`src/hw/lsu_pkg.sv`:
```
package lsu_pkg;

    // ----------------------------------------
    // widths and vector types
    // ----------------------------------------
    localparam int unsigned XLEN          = 64;
    localparam int unsigned TRANS_ID_BITS = 3;

    typedef logic [XLEN-1:0]          word_t;
    typedef logic [XLEN/8-1:0]        be_t;
    typedef logic [TRANS_ID_BITS-1:0] trans_id_t;
    typedef logic [3:0]               lsu_op_t;
    // log2 of bytes moved
    typedef logic [1:0]               size_t;
    typedef logic [3:0]               cause_t;

    // ----------------------------------------
    // operator codes
    // ----------------------------------------
    // bit 3 set marks a store
    localparam lsu_op_t OP_LB  = 4'd0;
    localparam lsu_op_t OP_LBU = 4'd1;
    localparam lsu_op_t OP_LH  = 4'd2;
    localparam lsu_op_t OP_LHU = 4'd3;
    localparam lsu_op_t OP_LW  = 4'd4;
    localparam lsu_op_t OP_LWU = 4'd5;
    localparam lsu_op_t OP_LD  = 4'd6;
    localparam lsu_op_t OP_SB  = 4'd8;
    localparam lsu_op_t OP_SH  = 4'd9;
    localparam lsu_op_t OP_SW  = 4'd10;
    localparam lsu_op_t OP_SD  = 4'd11;

    // exception causes, mcause encoding
    localparam cause_t CAUSE_LD_MISALIGNED   = 4'd4;
    localparam cause_t CAUSE_LD_ACCESS_FAULT = 4'd5;
    localparam cause_t CAUSE_ST_MISALIGNED   = 4'd6;
    localparam cause_t CAUSE_ST_ACCESS_FAULT = 4'd7;

    // sv39 sign bits run from here up to 63
    localparam int unsigned SV39_TOP_LSB = 38;

    localparam int unsigned NR_WB_REGS_DEFAULT = 1;

    // transfer size straight from the operator code
    // loads keep it in bits 2:1, stores in bits 1:0
    function automatic size_t op_size(lsu_op_t op);
        if (op[3]) begin
            return op[1:0];
        end
        return op[2:1];
    endfunction

endpackage

```
`src/hw/lsu_req_if.sv`:
```
`timescale 1ns/10ps

interface lsu_req_if;
    import lsu_pkg::*;

    // one decoded request, no handshake
    logic      valid;
    word_t     vaddr;
    // store data, operand b
    word_t     wdata;
    be_t       be;
    lsu_op_t   op;
    trans_id_t trans_id;

    modport src (
        output valid,
        output vaddr,
        output wdata,
        output be,
        output op,
        output trans_id
    );

    modport dst (
        input valid,
        input vaddr,
        input wdata,
        input be,
        input op,
        input trans_id
    );

endinterface

```
`src/hw/lsu_agu.sv`:
```
`timescale 1ns/10ps

module lsu_agu (
    input  logic                lsu_valid_i,
    input  lsu_pkg::word_t      operand_a_i,
    input  lsu_pkg::word_t      operand_b_i,
    input  lsu_pkg::word_t      imm_i,
    input  lsu_pkg::lsu_op_t    op_i,
    input  lsu_pkg::trans_id_t  trans_id_i,
    lsu_req_if.src              req_o
);
    import lsu_pkg::*;

    word_t vaddr;
    size_t size;
    be_t   be;

    // ----------------------------------------
    // address generation
    // ----------------------------------------
    // two's complement sum, sign of imm comes for free
    assign vaddr = imm_i + operand_a_i;

    assign size = op_size(op_i);

    // ----------------------------------------
    // byte enables
    // ----------------------------------------
    always_comb begin : be_gen
        logic [3:0] first;
        logic [3:0] last;

        first = {1'b0, vaddr[2:0]};
        // one past the last byte, may run beyond the double word
        last  = first + (4'd1 << size);
        be    = '0;
        for (int i = 0; i < XLEN / 8; i++) begin
            if (4'(i) >= first && 4'(i) < last) begin
                be[i] = 1'b1;
            end
        end
    end

    // bytes past 7 simply fall off, alignment check catches those
    assign req_o.valid    = lsu_valid_i;
    assign req_o.vaddr    = vaddr;
    assign req_o.wdata    = operand_b_i;
    assign req_o.be       = be;
    assign req_o.op       = op_i;
    assign req_o.trans_id = trans_id_i;

endmodule

```
`src/hw/lsu_bypass.sv`:
```
`timescale 1ns/10ps

module lsu_bypass (
    input  logic       clk_i,
    input  logic       rst_ni,
    input  logic       flush_i,
    lsu_req_if.dst     req_i,
    input  logic       pop_ld_i,
    input  logic       pop_st_i,
    lsu_req_if.src     ctrl_o,
    output logic       ready_o
);
    import lsu_pkg::*;

    // ring state
    logic       rd_ptr_q;
    logic       wr_ptr_q;
    logic [1:0] cnt_q;
    logic [1:0] valid_q;

    // entry payload
    word_t     vaddr_q    [2];
    word_t     wdata_q    [2];
    be_t       be_q       [2];
    lsu_op_t   op_q       [2];
    trans_id_t trans_id_q [2];

    logic pop;
    logic empty;

    assign pop     = pop_ld_i | pop_st_i;
    assign empty   = (cnt_q == 2'd0);
    assign ready_o = empty;

    // ----------------------------------------
    // pointers, count and valid bits
    // ----------------------------------------
    always_ff @(posedge clk_i or negedge rst_ni) begin
        if (!rst_ni) begin
            rd_ptr_q <= 1'b0;
            wr_ptr_q <= 1'b0;
            cnt_q    <= 2'd0;
            valid_q  <= 2'b00;
        end else if (flush_i) begin
            rd_ptr_q <= 1'b0;
            wr_ptr_q <= 1'b0;
            cnt_q    <= 2'd0;
            valid_q  <= 2'b00;
        end else begin
            if (req_i.valid) begin
                wr_ptr_q          <= ~wr_ptr_q;
                valid_q[wr_ptr_q] <= 1'b1;
            end
            // pop comes last so a same-cycle pass-through leaves nothing behind
            if (pop) begin
                rd_ptr_q          <= ~rd_ptr_q;
                valid_q[rd_ptr_q] <= 1'b0;
            end
            cnt_q <= cnt_q + {1'b0, req_i.valid} - {1'b0, pop};
        end
    end

    // every valid request lands in the ring
    always_ff @(posedge clk_i) begin
        if (req_i.valid) begin
            vaddr_q[wr_ptr_q]    <= req_i.vaddr;
            wdata_q[wr_ptr_q]    <= req_i.wdata;
            be_q[wr_ptr_q]       <= req_i.be;
            op_q[wr_ptr_q]       <= req_i.op;
            trans_id_q[wr_ptr_q] <= req_i.trans_id;
        end
    end

    // empty ring forwards the new request directly
    assign ctrl_o.valid    = empty ? req_i.valid    : valid_q[rd_ptr_q];
    assign ctrl_o.vaddr    = empty ? req_i.vaddr    : vaddr_q[rd_ptr_q];
    assign ctrl_o.wdata    = empty ? req_i.wdata    : wdata_q[rd_ptr_q];
    assign ctrl_o.be       = empty ? req_i.be       : be_q[rd_ptr_q];
    assign ctrl_o.op       = empty ? req_i.op       : op_q[rd_ptr_q];
    assign ctrl_o.trans_id = empty ? req_i.trans_id : trans_id_q[rd_ptr_q];

    a_cnt_max: assert property (@(posedge clk_i) disable iff (!rst_ni)
        cnt_q <= 2'd2);

    // dispatch retires one request per cycle
    a_pop_onehot: assert property (@(posedge clk_i) disable iff (!rst_ni)
        !(pop_ld_i && pop_st_i));

endmodule

```
`src/hw/lsu_dispatch.sv`:
```
`timescale 1ns/10ps

module lsu_dispatch (
    input  logic                clk_i,
    input  logic                rst_ni,
    lsu_req_if.dst              req_i,
    input  logic                en_ld_st_translation_i,
    input  logic                mem_gnt_i,
    output logic                pop_ld_o,
    output logic                pop_st_o,
    // memory port
    output logic                mem_req_o,
    output logic                mem_we_o,
    output lsu_pkg::word_t      mem_addr_o,
    output lsu_pkg::be_t        mem_be_o,
    output lsu_pkg::word_t      mem_wdata_o,
    // writeback record, valid in the pop cycle
    output logic                wb_valid_o,
    output lsu_pkg::trans_id_t  wb_trans_id_o,
    output logic                wb_ex_valid_o,
    output lsu_pkg::cause_t     wb_cause_o,
    output lsu_pkg::word_t      wb_tval_o
);
    import lsu_pkg::*;

    logic   is_store;
    size_t  size;
    logic   misaligned;
    logic   non_canonical;
    logic   ex_valid;
    cause_t cause;
    logic   done;

    assign is_store = req_i.op[3];
    assign size     = op_size(req_i.op);

    // ----------------------------------------
    // alignment check
    // ----------------------------------------
    always_comb begin : align_check
        misaligned = 1'b0;
        unique case (size)
            // double
            2'd3: misaligned = (req_i.vaddr[2:0] != 3'b000);
            // word
            2'd2: misaligned = (req_i.vaddr[1:0] != 2'b00);
            // half
            2'd1: misaligned = req_i.vaddr[0];
            // byte never misaligned
            default: misaligned = 1'b0;
        endcase
    end

    // sv39 wants bits 63 down to 38 all equal
    assign non_canonical = en_ld_st_translation_i &&
        !((&req_i.vaddr[XLEN-1:SV39_TOP_LSB]) || !(|req_i.vaddr[XLEN-1:SV39_TOP_LSB]));

    assign ex_valid = req_i.valid && (misaligned || non_canonical);

    // access fault wins over misalignment
    always_comb begin : cause_sel
        if (non_canonical) begin
            cause = is_store ? CAUSE_ST_ACCESS_FAULT : CAUSE_LD_ACCESS_FAULT;
        end else begin
            cause = is_store ? CAUSE_ST_MISALIGNED : CAUSE_LD_MISALIGNED;
        end
    end

    // ----------------------------------------
    // memory request
    // ----------------------------------------
    assign mem_req_o   = req_i.valid && !ex_valid;
    assign mem_we_o    = is_store;
    assign mem_addr_o  = req_i.vaddr;
    assign mem_be_o    = req_i.be;
    assign mem_wdata_o = req_i.wdata;

    // faulting requests leave at once, clean ones on grant
    assign done     = ex_valid || (mem_req_o && mem_gnt_i);
    assign pop_ld_o = done && !is_store;
    assign pop_st_o = done && is_store;

    // ----------------------------------------
    // writeback record
    // ----------------------------------------
    assign wb_valid_o    = done;
    assign wb_trans_id_o = req_i.trans_id;
    assign wb_ex_valid_o = ex_valid;
    assign wb_cause_o    = ex_valid ? cause : '0;
    // tval is the untranslated address
    assign wb_tval_o     = ex_valid ? req_i.vaddr : '0;

    // buffer keeps the request until grant
    // only a flush may withdraw it
    a_mem_hold: assert property (@(posedge clk_i) disable iff (!rst_ni)
        mem_req_o && !mem_gnt_i |=> !mem_req_o ||
            $stable({mem_addr_o, mem_we_o, mem_be_o, mem_wdata_o}));

endmodule

```
`src/hw/lsu_wb_pipe.sv`:
```
`timescale 1ns/10ps

module lsu_wb_pipe #(
    parameter int unsigned WIDTH = 8,
    parameter int unsigned DEPTH = 1
) (
    input  logic             clk_i,
    input  logic             rst_ni,
    input  logic [WIDTH-1:0] d_i,
    output logic [WIDTH-1:0] d_o
);

    if (DEPTH == 0) begin : g_wire
        // no delay at all
        assign d_o = d_i;
    end else begin : g_regs
        logic [WIDTH-1:0] stage_q [DEPTH];

        // zeroed stages read as empty records
        always_ff @(posedge clk_i or negedge rst_ni) begin
            if (!rst_ni) begin
                for (int i = 0; i < DEPTH; i++) begin
                    stage_q[i] <= '0;
                end
            end else begin
                stage_q[0] <= d_i;
                for (int i = 1; i < DEPTH; i++) begin
                    stage_q[i] <= stage_q[i-1];
                end
            end
        end

        assign d_o = stage_q[DEPTH-1];
    end

endmodule

```
`src/hw/lsu_top.sv`:
```
`timescale 1ns/10ps

module lsu_top #(
    parameter int unsigned NR_WB_REGS = lsu_pkg::NR_WB_REGS_DEFAULT
) (
    input  logic                clk_i,
    input  logic                rst_ni,
    input  logic                flush_i,
    // issue side
    input  logic                lsu_valid_i,
    output logic                lsu_ready_o,
    input  lsu_pkg::word_t      operand_a_i,
    input  lsu_pkg::word_t      operand_b_i,
    input  lsu_pkg::word_t      imm_i,
    input  lsu_pkg::lsu_op_t    op_i,
    input  lsu_pkg::trans_id_t  trans_id_i,
    input  logic                en_ld_st_translation_i,
    // memory port
    output logic                mem_req_o,
    input  logic                mem_gnt_i,
    output logic                mem_we_o,
    output lsu_pkg::word_t      mem_addr_o,
    output lsu_pkg::be_t        mem_be_o,
    output lsu_pkg::word_t      mem_wdata_o,
    // writeback
    output logic                wb_valid_o,
    output lsu_pkg::trans_id_t  wb_trans_id_o,
    output logic                wb_ex_valid_o,
    output lsu_pkg::cause_t     wb_cause_o,
    output lsu_pkg::word_t      wb_tval_o
);
    import lsu_pkg::*;

    // valid, tag, ex flag, cause, tval
    localparam int unsigned WB_WIDTH = 1 + TRANS_ID_BITS + 1 + $bits(cause_t) + XLEN;

    logic      pop_ld;
    logic      pop_st;
    logic      wb_valid;
    trans_id_t wb_trans_id;
    logic      wb_ex_valid;
    cause_t    wb_cause;
    word_t     wb_tval;

    lsu_req_if agu_req ();
    lsu_req_if ctrl_req ();

    // ----------------------------------------
    // front end
    // ----------------------------------------
    lsu_agu u_agu (
        .lsu_valid_i (lsu_valid_i),
        .operand_a_i (operand_a_i),
        .operand_b_i (operand_b_i),
        .imm_i       (imm_i),
        .op_i        (op_i),
        .trans_id_i  (trans_id_i),
        .req_o       (agu_req)
    );

    lsu_bypass u_bypass (
        .clk_i    (clk_i),
        .rst_ni   (rst_ni),
        .flush_i  (flush_i),
        .req_i    (agu_req),
        .pop_ld_i (pop_ld),
        .pop_st_i (pop_st),
        .ctrl_o   (ctrl_req),
        .ready_o  (lsu_ready_o)
    );

    lsu_dispatch u_dispatch (
        .clk_i                  (clk_i),
        .rst_ni                 (rst_ni),
        .req_i                  (ctrl_req),
        .en_ld_st_translation_i (en_ld_st_translation_i),
        .mem_gnt_i              (mem_gnt_i),
        .pop_ld_o               (pop_ld),
        .pop_st_o               (pop_st),
        .mem_req_o              (mem_req_o),
        .mem_we_o               (mem_we_o),
        .mem_addr_o             (mem_addr_o),
        .mem_be_o               (mem_be_o),
        .mem_wdata_o            (mem_wdata_o),
        .wb_valid_o             (wb_valid),
        .wb_trans_id_o          (wb_trans_id),
        .wb_ex_valid_o          (wb_ex_valid),
        .wb_cause_o             (wb_cause),
        .wb_tval_o              (wb_tval)
    );

    // writeback delay line
    lsu_wb_pipe #(
        .WIDTH (WB_WIDTH),
        .DEPTH (NR_WB_REGS)
    ) u_wb_pipe (
        .clk_i  (clk_i),
        .rst_ni (rst_ni),
        .d_i    ({wb_valid, wb_trans_id, wb_ex_valid, wb_cause, wb_tval}),
        .d_o    ({wb_valid_o, wb_trans_id_o, wb_ex_valid_o, wb_cause_o, wb_tval_o})
    );

endmodule

```
`config.mk`:
```
export PLATFORM = sky130hd
export DESIGN_NAME = lsu_top
export DESIGN_NICKNAME = d
export VERILOG_FILES = /design/src/hw/lsu_pkg.sv /design/src/hw/lsu_req_if.sv /design/src/hw/lsu_agu.sv /design/src/hw/lsu_bypass.sv /design/src/hw/lsu_dispatch.sv /design/src/hw/lsu_wb_pipe.sv /design/src/hw/lsu_top.sv
export SDC_FILE = /design/constraint.sdc
export NUM_CORES = 1
export LEC_CHECK = 0
export BUFFER_PORTS_ARGS = -buffer_cell sky130_fd_sc_hd__buf_2
export CAP_MARGIN = 15
export CORE_MARGIN = 4
export CORE_UTILIZATION = 35
export DETAILED_ROUTE_END_ITERATION = 6
export PLACE_DENSITY = 0.52
export SLEW_MARGIN = 20
export SYNTH_ARGS = -nofsm -noshare
export SYNTH_HDL_FRONTEND = slang
export SYNTH_HIERARCHICAL = 1
export SYNTH_SLANG_ARGS = --single-unit
export TNS_END_PERCENT = 5
```
`constraint.sdc`:
```
create_clock -name clk_i -period 8.5 [get_ports clk_i]
set_input_delay 0.425 -clock clk_i [delete_from_list [all_inputs] [get_ports clk_i]]
set_output_delay 0.425 -clock clk_i [all_outputs]
set_load 0.01 [all_outputs]
```
==> flow_summary.ini, run 1 <==
[status]
run_status = finished, final reports clean

[setup_path]
critPathCaptureType = flop
critical_path_class = in -> reg
cp-start-kind = input port
reg2reg_slack_ns = 3.52
cp.required_ns = 8.93
critPathMaxFanout = 4
cp.arrival_ns = 6.26

[logic_synthesis]
synth_top_cell_by_area = edfxtp_1
synth-edff-count = 286
synth_ff_type = edfxtp_1
ys_top_cells_by_count = edfxtp_1, buf_4, a21oi_1
syn_area_um2 = 20500
synth_top_cell_area_share_pct = 41.9
yosysMostFrequentCell = edfxtp_1
ys_warn_count = 6
syn_avg_cell_area_um2 = 11.3
yosysUniqueCellTypes = 73
ys_seq_elements = 365
syn-num-nets = 2088
synth.area.top_cells = edfxtp_1, dfrtp_1, buf_4
seq_area_frac_synth_pct = 51.5
synthArstFlopShare_pct = 21.6
syn_inst = 1814

[placement]
io_buffers = 416
gp_congestion = 0.882
dpl_worst_slack_ns = 2.15
place_area_um2 = 21400
dp_hpwl_um = 39600

[clocking]
cts_buffer_depth = 3
cts_htree_levels = 2
cts.sinks = 365
cts_hold_buf = 1
cts_root_buffer = clkbuf_16
cts.repair.resized = 0
cts_tree = yes
cts_buffers = 42
path_clk_slew_ns = 0.06
clk_latency_ns = 0.55
post-cts-setup-buffers = 0

[route]
ant_nets = 0
avgViaCountPerCell = 5.15
drc = 0
wire_per_inst_um = 20.7
wirelength_um = 57400
vias = 14270
drt_iter0_drc = 757
firstDrtPassIters = 5

[floorplanning]
start_util_pct = 35.5
rows = 88
ios = 417
fp.dieW_um = 250
die_h_um = 250
core_area_um2 = 57800
dieArea_um2 = 62500

[power_and_ir_drop]
power_leakage_nw = 9.15
power_density_nw_per_um2 = 317
ir_drop_uv = 168

[final_layout]
nNetsFinal = 2243
drive_gt1_share_pct = 26.3
post-route-util_pct = 39.5
synthToLayoutAreaGrowth_pct = 11.4
final_cell_area_um2 = 22800

[global_route]
antenna_found_initial = 3
grt_pass1_wl_um = 87000
grt_max_degree = 80
track_usage_pct = 17.5
grt_overflow = 0
first_global_vias = 14380

[sta]
period_share_pct = 68.5
final.setup.tns_ns = 0
slew_viol_final = 0
skew_ns = 0.0128
fmax_ghz = 0.172
relSlewSlack_pct = 25.3
finalCriticalPeriod_ns = 5.83
hold_viol = 0
finalWorstSetupSlack_ns = 2.67
tightest_slew_ns = 1.12
rsz0062_at_grt = no
setup_viol = 0

[run]
drv_cap = 0

[worst_hold_path]
hp-class = in -> reg
==> state kept, by name (all words and copies together) (netlist names) <==
register	count
u_bypass/vaddr_q	128
u_bypass/trans_id_q	6
u_bypass/cnt_q	2
u_wb_pipe/d_o	73
u_bypass/op_q	8
u_bypass/be_q	16
u_bypass/rd_ptr_q	1
u_bypass/valid_q	2
u_bypass/wdata_q	128
u_bypass/wr_ptr_q	1
==> where the power goes <==
group	switching (W)	leakage, nW	internal [W]
clock	0.000712	0.667	0.00107
sequential	0.000170	3.69	0.00224
combinational	0.00196	4.79	0.00109
total	0.00284	9.15	0.00440
==> cell usage in the layout, fill, tap and decap left out, drive strengths merged, types with 5 or more instances in the layout <==
cell type  Yosys  routed
ha            67      67
o21ai         48      48
nor2          43      43
o211ai         6       6
nand3         17      17
buf          274     431
xor2          23      23
o21bai        15      15
a21o          34      34
nand2         56      56
nor2b          8       8
nor3         158     158
a21boi        68      68
xnor2         40      40
nand4         27      27
a31oi          5       5
nor4           9       9
o21a          10      10
dfrtp         79      79
a21oi        231     231
clkinv         1      11
inv           29      29
nand2b         8       8
and3           5       5
mux2i        144     144
or2            6       6
clkbuf        47      65
a211oi        11      11
edfxtp       286     286
and2           8       8
==> worst max-delay path: stages <==
cell      delay [ns]
buf_2           0.10
ha_1            0.23
fa_1            0.41
a21oi_1         0.23
nand4b_1        0.26
nand2_1         0.18
a311oi_1        0.53
o22ai_1         0.27
a21bo_2         0.27
a21oi_1         0.26
o31ai_1         0.16
xor2_1          0.26
nor3_1          0.08
a21oi_1         0.45
nand4_1         0.19
or4_4           0.48
o221ai_4        0.24
a21oi_1         0.13
or2_2           0.35
ha_1            0.27
inv_1           0.04
ha_1            0.17
xnor3_1         0.21
nor2_1          0.04
==> per-layer routing <==
layer	vias to the layer above	track usage (%)	share of wire, %
met3	82	3.79	6.0
li1	6818	-	-
met1	6933	23.4	44
met4	0	4.98	2.5
met5	-	0	0
met2	437	28.9	48
==> area by class of cell <==
class,count,area [um^2]
sequential,365,10600
multi-input combinational,1098,7600
antenna,3,7.51
tap,765,957
clock buffer,65,1250
clock inverter,13,116
timing repair buffer,432,2210
inverter,30,118
fill,5641,35000
==> per-stage QoR <==
step | instances | hold WS [ns] | power [W]
6_report | 2771 | 0.0741 | 0.00725
5_1_grt | 2770 | 0.0407 | 0.00767
4_1_cts | 2768 | 0.0297 | 0.00734
3_5_place_dp | 2689 | 0.351 | 0.00553
3_3_place_gp | 2689 | 0.346 | 0.00550
2_1_floorplan | 1814 | 0.129 | 0.00488
==> final timing paths <==
kind	cells after the start	endpoint	from
worst max-delay path	24	u_bypass/cnt_q[1]$_DFF_PN0_	operand_a_i[0]
worst min-delay path	1	u_bypass/wdata_q[1][55]$_DFFE_PP_	operand_b_i[55]
worst max register to register	13	u_bypass/cnt_q[1]$_DFF_PN0_	u_bypass/cnt_q[1]$_DFF_PN0_
worst min register to register	2	u_bypass/valid_q[0]$_DFF_PN0_	u_bypass/valid_q[0]$_DFF_PN0_
max in group asynchronous	3	u_bypass/rd_ptr_q$_DFFE_PN0P_	rst_ni
min in group asynchronous	2	u_wb_pipe/d_o[24]$_DFF_PN0_	rst_ni
==> logic make-up (layout without fill, tap and decap cells) <==
group | Yosys count | after routing | synth area share (%)
other | 1 | 4 | 0.0183
XOR/XNOR | 64 | 64 | 2.80
multiplexers | 144 | 144 | 7.03
AND/OR/NAND/NOR | 358 | 358 | 8.78
buffers and inverters | 351 | 540 | 11.5
flip-flops | 365 | 365 | 51.5
adder cells (fa/ha/maj) | 69 | 69 | 4.28
AO/OA/AOI/OAI | 462 | 462 | 14.1
Power figures use the tool's default switching activity.
==> run 2, diff against run 1 <==
==> constraint.sdc (replaced) <==
create_clock -name clk_i -period 5.39 [get_ports clk_i]
set_input_delay 0.2695 -clock clk_i [delete_from_list [all_inputs] [get_ports clk_i]]
set_output_delay 0.2695 -clock clk_i [all_outputs]
set_load 0.01 [all_outputs]
==> flow_summary.ini, run 2 (synthesis results as in run 1) <==
[power_and_ir_drop]
p_sw_w = 0.00461
p_int_w = 0.00732
comb_power_share_pct = 43.5
p_clk_share_pct = 24.8
power_leakage_nw = 10.0
p_seq_share_pct = 31.7
finalPower_w = 0.0119
power_density_nw_per_um2 = 488
ir_drop_uv = 346
swShare_pct = 38.6

[global_route]
grt_pass1_wl_um = 89600
antenna_found_initial = 3
first_global_vias = 15374
track_usage_pct = 18.0
grt_max_degree = 88
grt_overflow = 0

[sta]
hold_viol = 0
fmax_ghz = 0.198
hold_slack_ns = 0.0730
tightest_slew_ns = 0.922
relSlewSlack_pct = 38.5
finalWorstSetupSlack_ns = 0.337
rsz0062_at_grt = no
setup_viol = 0
slew_viol_final = 0
period_share_pct = 93.7
skew_ns = 0.0233
finalCriticalPeriod_ns = 5.05

[final_layout]
nNetsFinal = 2420
final_cell_mix = buf_2, edfxtp_1, a21oi_1
drive_gt1_share_pct = 29.6
n_fill_cell = 5510
post-route-util_pct = 42.3
synthToLayoutAreaGrowth_pct = 19.3
regArea_um2 = 10600
fin_cells = 2948
mostFrequentLayoutCell = buf_2
multi_input_area_um2 = 7610

[setup_path]
cp.required_ns = 5.87
endpoint = u_bypass/cnt_q[1]$_DFF_PN0_
crit_path_top_delay_cell = o41a_2
critPathCaptureType = flop
critPathMaxFanout = 4
critical_path_class = in -> reg
crit_top_cell = ha_1
reg2reg_slack_ns = 1.34
cp-start-kind = input port
cp.arrival_ns = 5.53
rr_startpoint = u_bypass/cnt_q[1]$_DFF_PN0_
cp_slowest_stage_delay_ns = 0.47
crit_start = operand_a_i[0]
r2r_cells = 13
r2r_end = u_bypass/cnt_q[1]$_DFF_PN0_

[clocking]
cts_buffer_depth = 3
cts_buffers = 43
post-cts-setup-buffers = 0
cts_root_buffer = clkbuf_16
cts_tree = yes
clk_latency_ns = 0.56
cts.sinks = 365
cts_htree_levels = 2
path_clk_slew_ns = 0.06

[floorplanning]
core_area_um2 = 57800
fp.dieW_um = 250
die_h_um = 250
start_util_pct = 35.5
dieArea_um2 = 62500
rows = 88
ios = 417

[placement]
dp_hpwl_um = 41100
dpl_worst_slack_ns = -0.254
io_buffers = 416
placed_cells = 2793
gp_congestion = 0.853

[worst_hold_path]
hp-class = in -> reg

[route]
avgViaCountPerCell = 5.06
dr_wl_met2_um = 28600
wl_met1_um = 25400
ant_nets = 0
drt_iter0_drc = 885
wirelength_um = 58900
highest_layer = met4
met3WireLength_um = 3420
drc = 0
vias = 14930
firstDrtPassIters = 5
wire_per_inst_um = 20.0

[status]
run_status = finished, final reports clean

[run]
drv_cap = 0
-- run 2: changes by cell type in the layout (fill, tap and decap cells not counted), sizes merged --
cell / before / now
diode: 3 / 2
bufinv: 2 / 3
dlygate4sd3: 1 / 73
buf: 431 / 535
inv: 29 / 34
clkinv: 11 / 15
clkbuf: 65 / 57
-- run 2: what timing repair did --
action | 4_1_cts | 5_1_grt
hold buffers | 73 | 0
setup endpoints to repair | 0 | 2
gates resized for setup | 0 | 3
hold endpoints to repair | 176 | 0
-- run 2: area by class of cell --
cell class              count  share of cell area, %
repair buffers            608                   15.3
inverters                  30                  0.481
diodes                      2                 0.0205
clock buffers              57                   5.04
clock inverters            23                  0.926
well taps                 765                   3.91
multi-input cells        1098                   31.1
flip-flops and latches    365                   43.2
-- run 2: metrics by stage --
| stage | instance area, um^2 | TNS, ns |
|---|---|---|
| finish | 24500 | 0 |
| global route | 24500 | 0 |
| CTS | 24400 | 0 |
| detailed placement | 22300 | -0.643 |
| global placement | 22300 | -0.427 |
| floorplan | 20500 | 0 |
-- run 2: how the worst min path moves through the flow --
| stage | from | end | cells past startpoint | slack (ns) |
|---|---|---|---|---|
| final | lsu_valid_i | u_bypass/wr_ptr_q$_DFFE_PN0P_ | 3 | 0.07 |
| after global routing | mem_gnt_i | u_wb_pipe/d_o[72]$_DFF_PN0_ | 4 | 0.08 |
| after CTS | lsu_valid_i | u_bypass/wr_ptr_q$_DFFE_PN0P_ | 3 | 0.03 |
| after detailed placement | rst_ni | u_wb_pipe/d_o[7]$_DFF_PN0_ | 1 | 0.20 |
| after global placement | rst_ni | u_wb_pipe/d_o[7]$_DFF_PN0_ | 1 | 0.20 |
| after floorplan | rst_ni | u_bypass/cnt_q[0]$_DFF_PN0_ | 0 | -0.03 |
-- run 2: power groups by stage --
stage	Clock, W	Combinational (W)	Sequential (W)
after floorplan	0	0.00390	0.00380
after global placement	0	0.00517	0.00383
after detailed placement	0	0.00518	0.00384
after CTS	0.00306	0.00524	0.00379
after global routing	0.00319	0.00563	0.00382
final	0.00296	0.00519	0.00378
-- run 2: worst max-delay path, delay by kind of cell --
| kind | cells | cell delay, ns |
|---|---|---|
| adders and majority gates | 4 | 1.04 |
| AOI/OAI and AO/OA | 10 | 2.05 |
| and+or+nand+nor | 7 | 1.47 |
| buffers and inverters | 3 | 0.31 |
| xor gates and xnor gates | 2 | 0.39 |
-- run 2: layer usage --
| layer | global-route usage (%) | vias to the layer above |
|---|---|---|
| met4 | 5.34 | 0 |
| met2 | 30.7 | 435 |
| met5 | 0 | - |
| met1 | 23.1 | 7249 |
| li1 | - | 7165 |
| met3 | 3.58 | 81 |
==> run 3, diff against run 2 <==
--- a/config.mk
+++ b/config.mk
@@ -10,6 +10,7 @@
 export CORE_MARGIN = 4
 export CORE_UTILIZATION = 35
 export DETAILED_ROUTE_END_ITERATION = 6
+export HOLD_SLACK_MARGIN = 0.1
 export PLACE_DENSITY = 0.52
 export SLEW_MARGIN = 20
 export SYNTH_ARGS = -nofsm -noshare
==> flow_summary.ini, run 3 (synthesis results as in run 1) <==
[global_route]
grt_overflow = 0
first_global_vias = 15385
grt_max_degree = 88
track_usage_pct = 18.0
antenna_found_initial = 2
grt_pass1_wl_um = 89700

[floorplanning]
start_util_pct = 35.5
dieArea_um2 = 62500
core_area_um2 = 57800
rows = 88
ios = 417
die_h_um = 250
fp.dieW_um = 250

[power_and_ir_drop]
comb_power_share_pct = 43.5
ir_drop_uv = 345
power_density_nw_per_um2 = 487
power_leakage_nw = 10.0
p_seq_share_pct = 31.7
p_int_w = 0.00733
p_sw_w = 0.00461
swShare_pct = 38.6
p_clk_share_pct = 24.8

[setup_path]
cp.arrival_ns = 5.51
cp.required_ns = 5.87
critPathCaptureType = flop
rr_startpoint = u_bypass/cnt_q[1]$_DFF_PN0_
r2r_cells = 13
crit_start = operand_a_i[0]
critPathMaxFanout = 4
cp-start-kind = input port
reg2reg_slack_ns = 1.35
critical_path_class = in -> reg

[route]
avgViaCountPerCell = 5.07
drt_iter0_drc = 885
wirelength_um = 58900
vias = 14944
wire_per_inst_um = 20.0
firstDrtPassIters = 5
ant_nets = 0
drc = 0

[final_layout]
drive_gt1_share_pct = 29.6
final_cell_mix = buf_2, edfxtp_1, a21oi_1
post-route-util_pct = 42.4
synthToLayoutAreaGrowth_pct = 19.4
mostFrequentLayoutCell = buf_2
nNetsFinal = 2423
fin_cells = 2950

[clocking]
cts_tree = yes
clk_latency_ns = 0.56
post-cts-setup-buffers = 0
cts_buffer_depth = 3
cts_root_buffer = clkbuf_16
cts_buffers = 43
path_clk_slew_ns = 0.06
cts_htree_levels = 2
cts.sinks = 365

[sta]
slew_viol_final = 0
setup_viol = 0
relSlewSlack_pct = 38.9
finalCriticalPeriod_ns = 5.03
rsz0062_at_grt = no
hold_viol = 0
fmax_ghz = 0.199
period_share_pct = 93.4
skew_ns = 0.0250
tightest_slew_ns = 0.916
finalWorstSetupSlack_ns = 0.358

[worst_hold_path]
hp-class = in -> async

[placement]
io_buffers = 416
placed_cells = 2793
dpl_worst_slack_ns = -0.254
dp_hpwl_um = 41100
gp_congestion = 0.853

[status]
run_status = finished, final reports clean

[run]
drv_cap = 0
==> run 3: cell types whose count changed in the layout (fill, tap and decap cells not counted), sizes merged <==
cell and delta:
diode -1, dlygate4sd3 +3
==> run 3: cell type report <==
| class | count | area [um^2] |
|---|---|---|
| Fill cell | 5511 | 33300 |
| Multi-Input combinational cell | 1098 | 7610 |
| Clock buffer | 57 | 1230 |
| Clock inverter | 23 | 226 |
| Inverter | 30 | 118 |
| Antenna cell | 1 | 2.50 |
| Sequential cell | 365 | 10600 |
| Timing Repair Buffer | 611 | 3760 |
| Tap cell | 765 | 957 |
==> run 3: power groups by stage <==
| stage | logic (W) | clock network, W | registers [W] |
|---|---|---|---|
| 6_report | 0.00519 | 0.00296 | 0.00378 |
| 5_1_grt | 0.00563 | 0.00319 | 0.00382 |
| 4_1_cts | 0.00524 | 0.00306 | 0.00379 |
| 3_5_place_dp | 0.00518 | 0 | 0.00384 |
| 3_3_place_gp | 0.00517 | 0 | 0.00383 |
| 2_1_floorplan | 0.00390 | 0 | 0.00380 |
==> run 3: worst paths after layout <==
kind | endpoint
min in group clk_i | u_bypass/vaddr_q[1][0]$_DFFE_PP_
min reg2reg | u_bypass/valid_q[0]$_DFF_PN0_
min | u_wb_pipe/d_o[7]$_DFF_PN0_
max reg2reg | u_bypass/cnt_q[1]$_DFF_PN0_
max in group asynchronous | u_bypass/rd_ptr_q$_DFFE_PN0P_
max | u_bypass/cnt_q[1]$_DFF_PN0_
==> run 3: through the flow <==
step | power [W] | hold slack [ns] | setup TNS [ns] | instance area (um^2)
3_5_place_dp | 0.00903 | 0.200 | -0.643 | 22300
2_1_floorplan | 0.00770 | -0.0261 | 0 | 20500
4_1_cts | 0.0121 | 0.127 | 0 | 24500
3_3_place_gp | 0.00900 | 0.199 | -0.427 | 22300
5_1_grt | 0.0126 | 0.168 | 0 | 24500
6_report | 0.0119 | 0.154 | 0 | 24500
==> run 3: what timing repair did <==
item / 4_1_cts / 5_1_grt
hold buffers: 76 / 0
resized for setup: 0 / 3
hold endpoints to repair: 177 / 0
setup endpoints to repair: 0 / 2
==> run 3: routing by layer <==
layer	GRT usage, %	vias up	wire [um]
met3	3.46	79	3290
met2	30.7	439	28700
met1	23.2	7258	25400
li1	-	7168	-
met5	0	-	0
met4	5.34	0	1520
==> run 3: worst max-delay path, cell delays in order <==
cell and delay, ns:
buf_2 0.10, ha_1 0.22, fa_1 0.41, a21oi_2 0.20, nand4b_1 0.25, a21oi_1 0.13, o41a_2 0.48, a31oi_1 0.19
buf_4 0.16, o211ai_1 0.10, nand2_1 0.13, o31a_1 0.25, o21bai_1 0.12, xnor2_2 0.16, nor3_1 0.16, a21oi_1 0.09
buf_4 0.19, nor4_2 0.27, nand3_1 0.21, o221ai_4 0.24, a21boi_1 0.11, or2_2 0.32, ha_1 0.27, inv_1 0.05
ha_1 0.14, xnor3_1 0.20, nor2_1 0.10
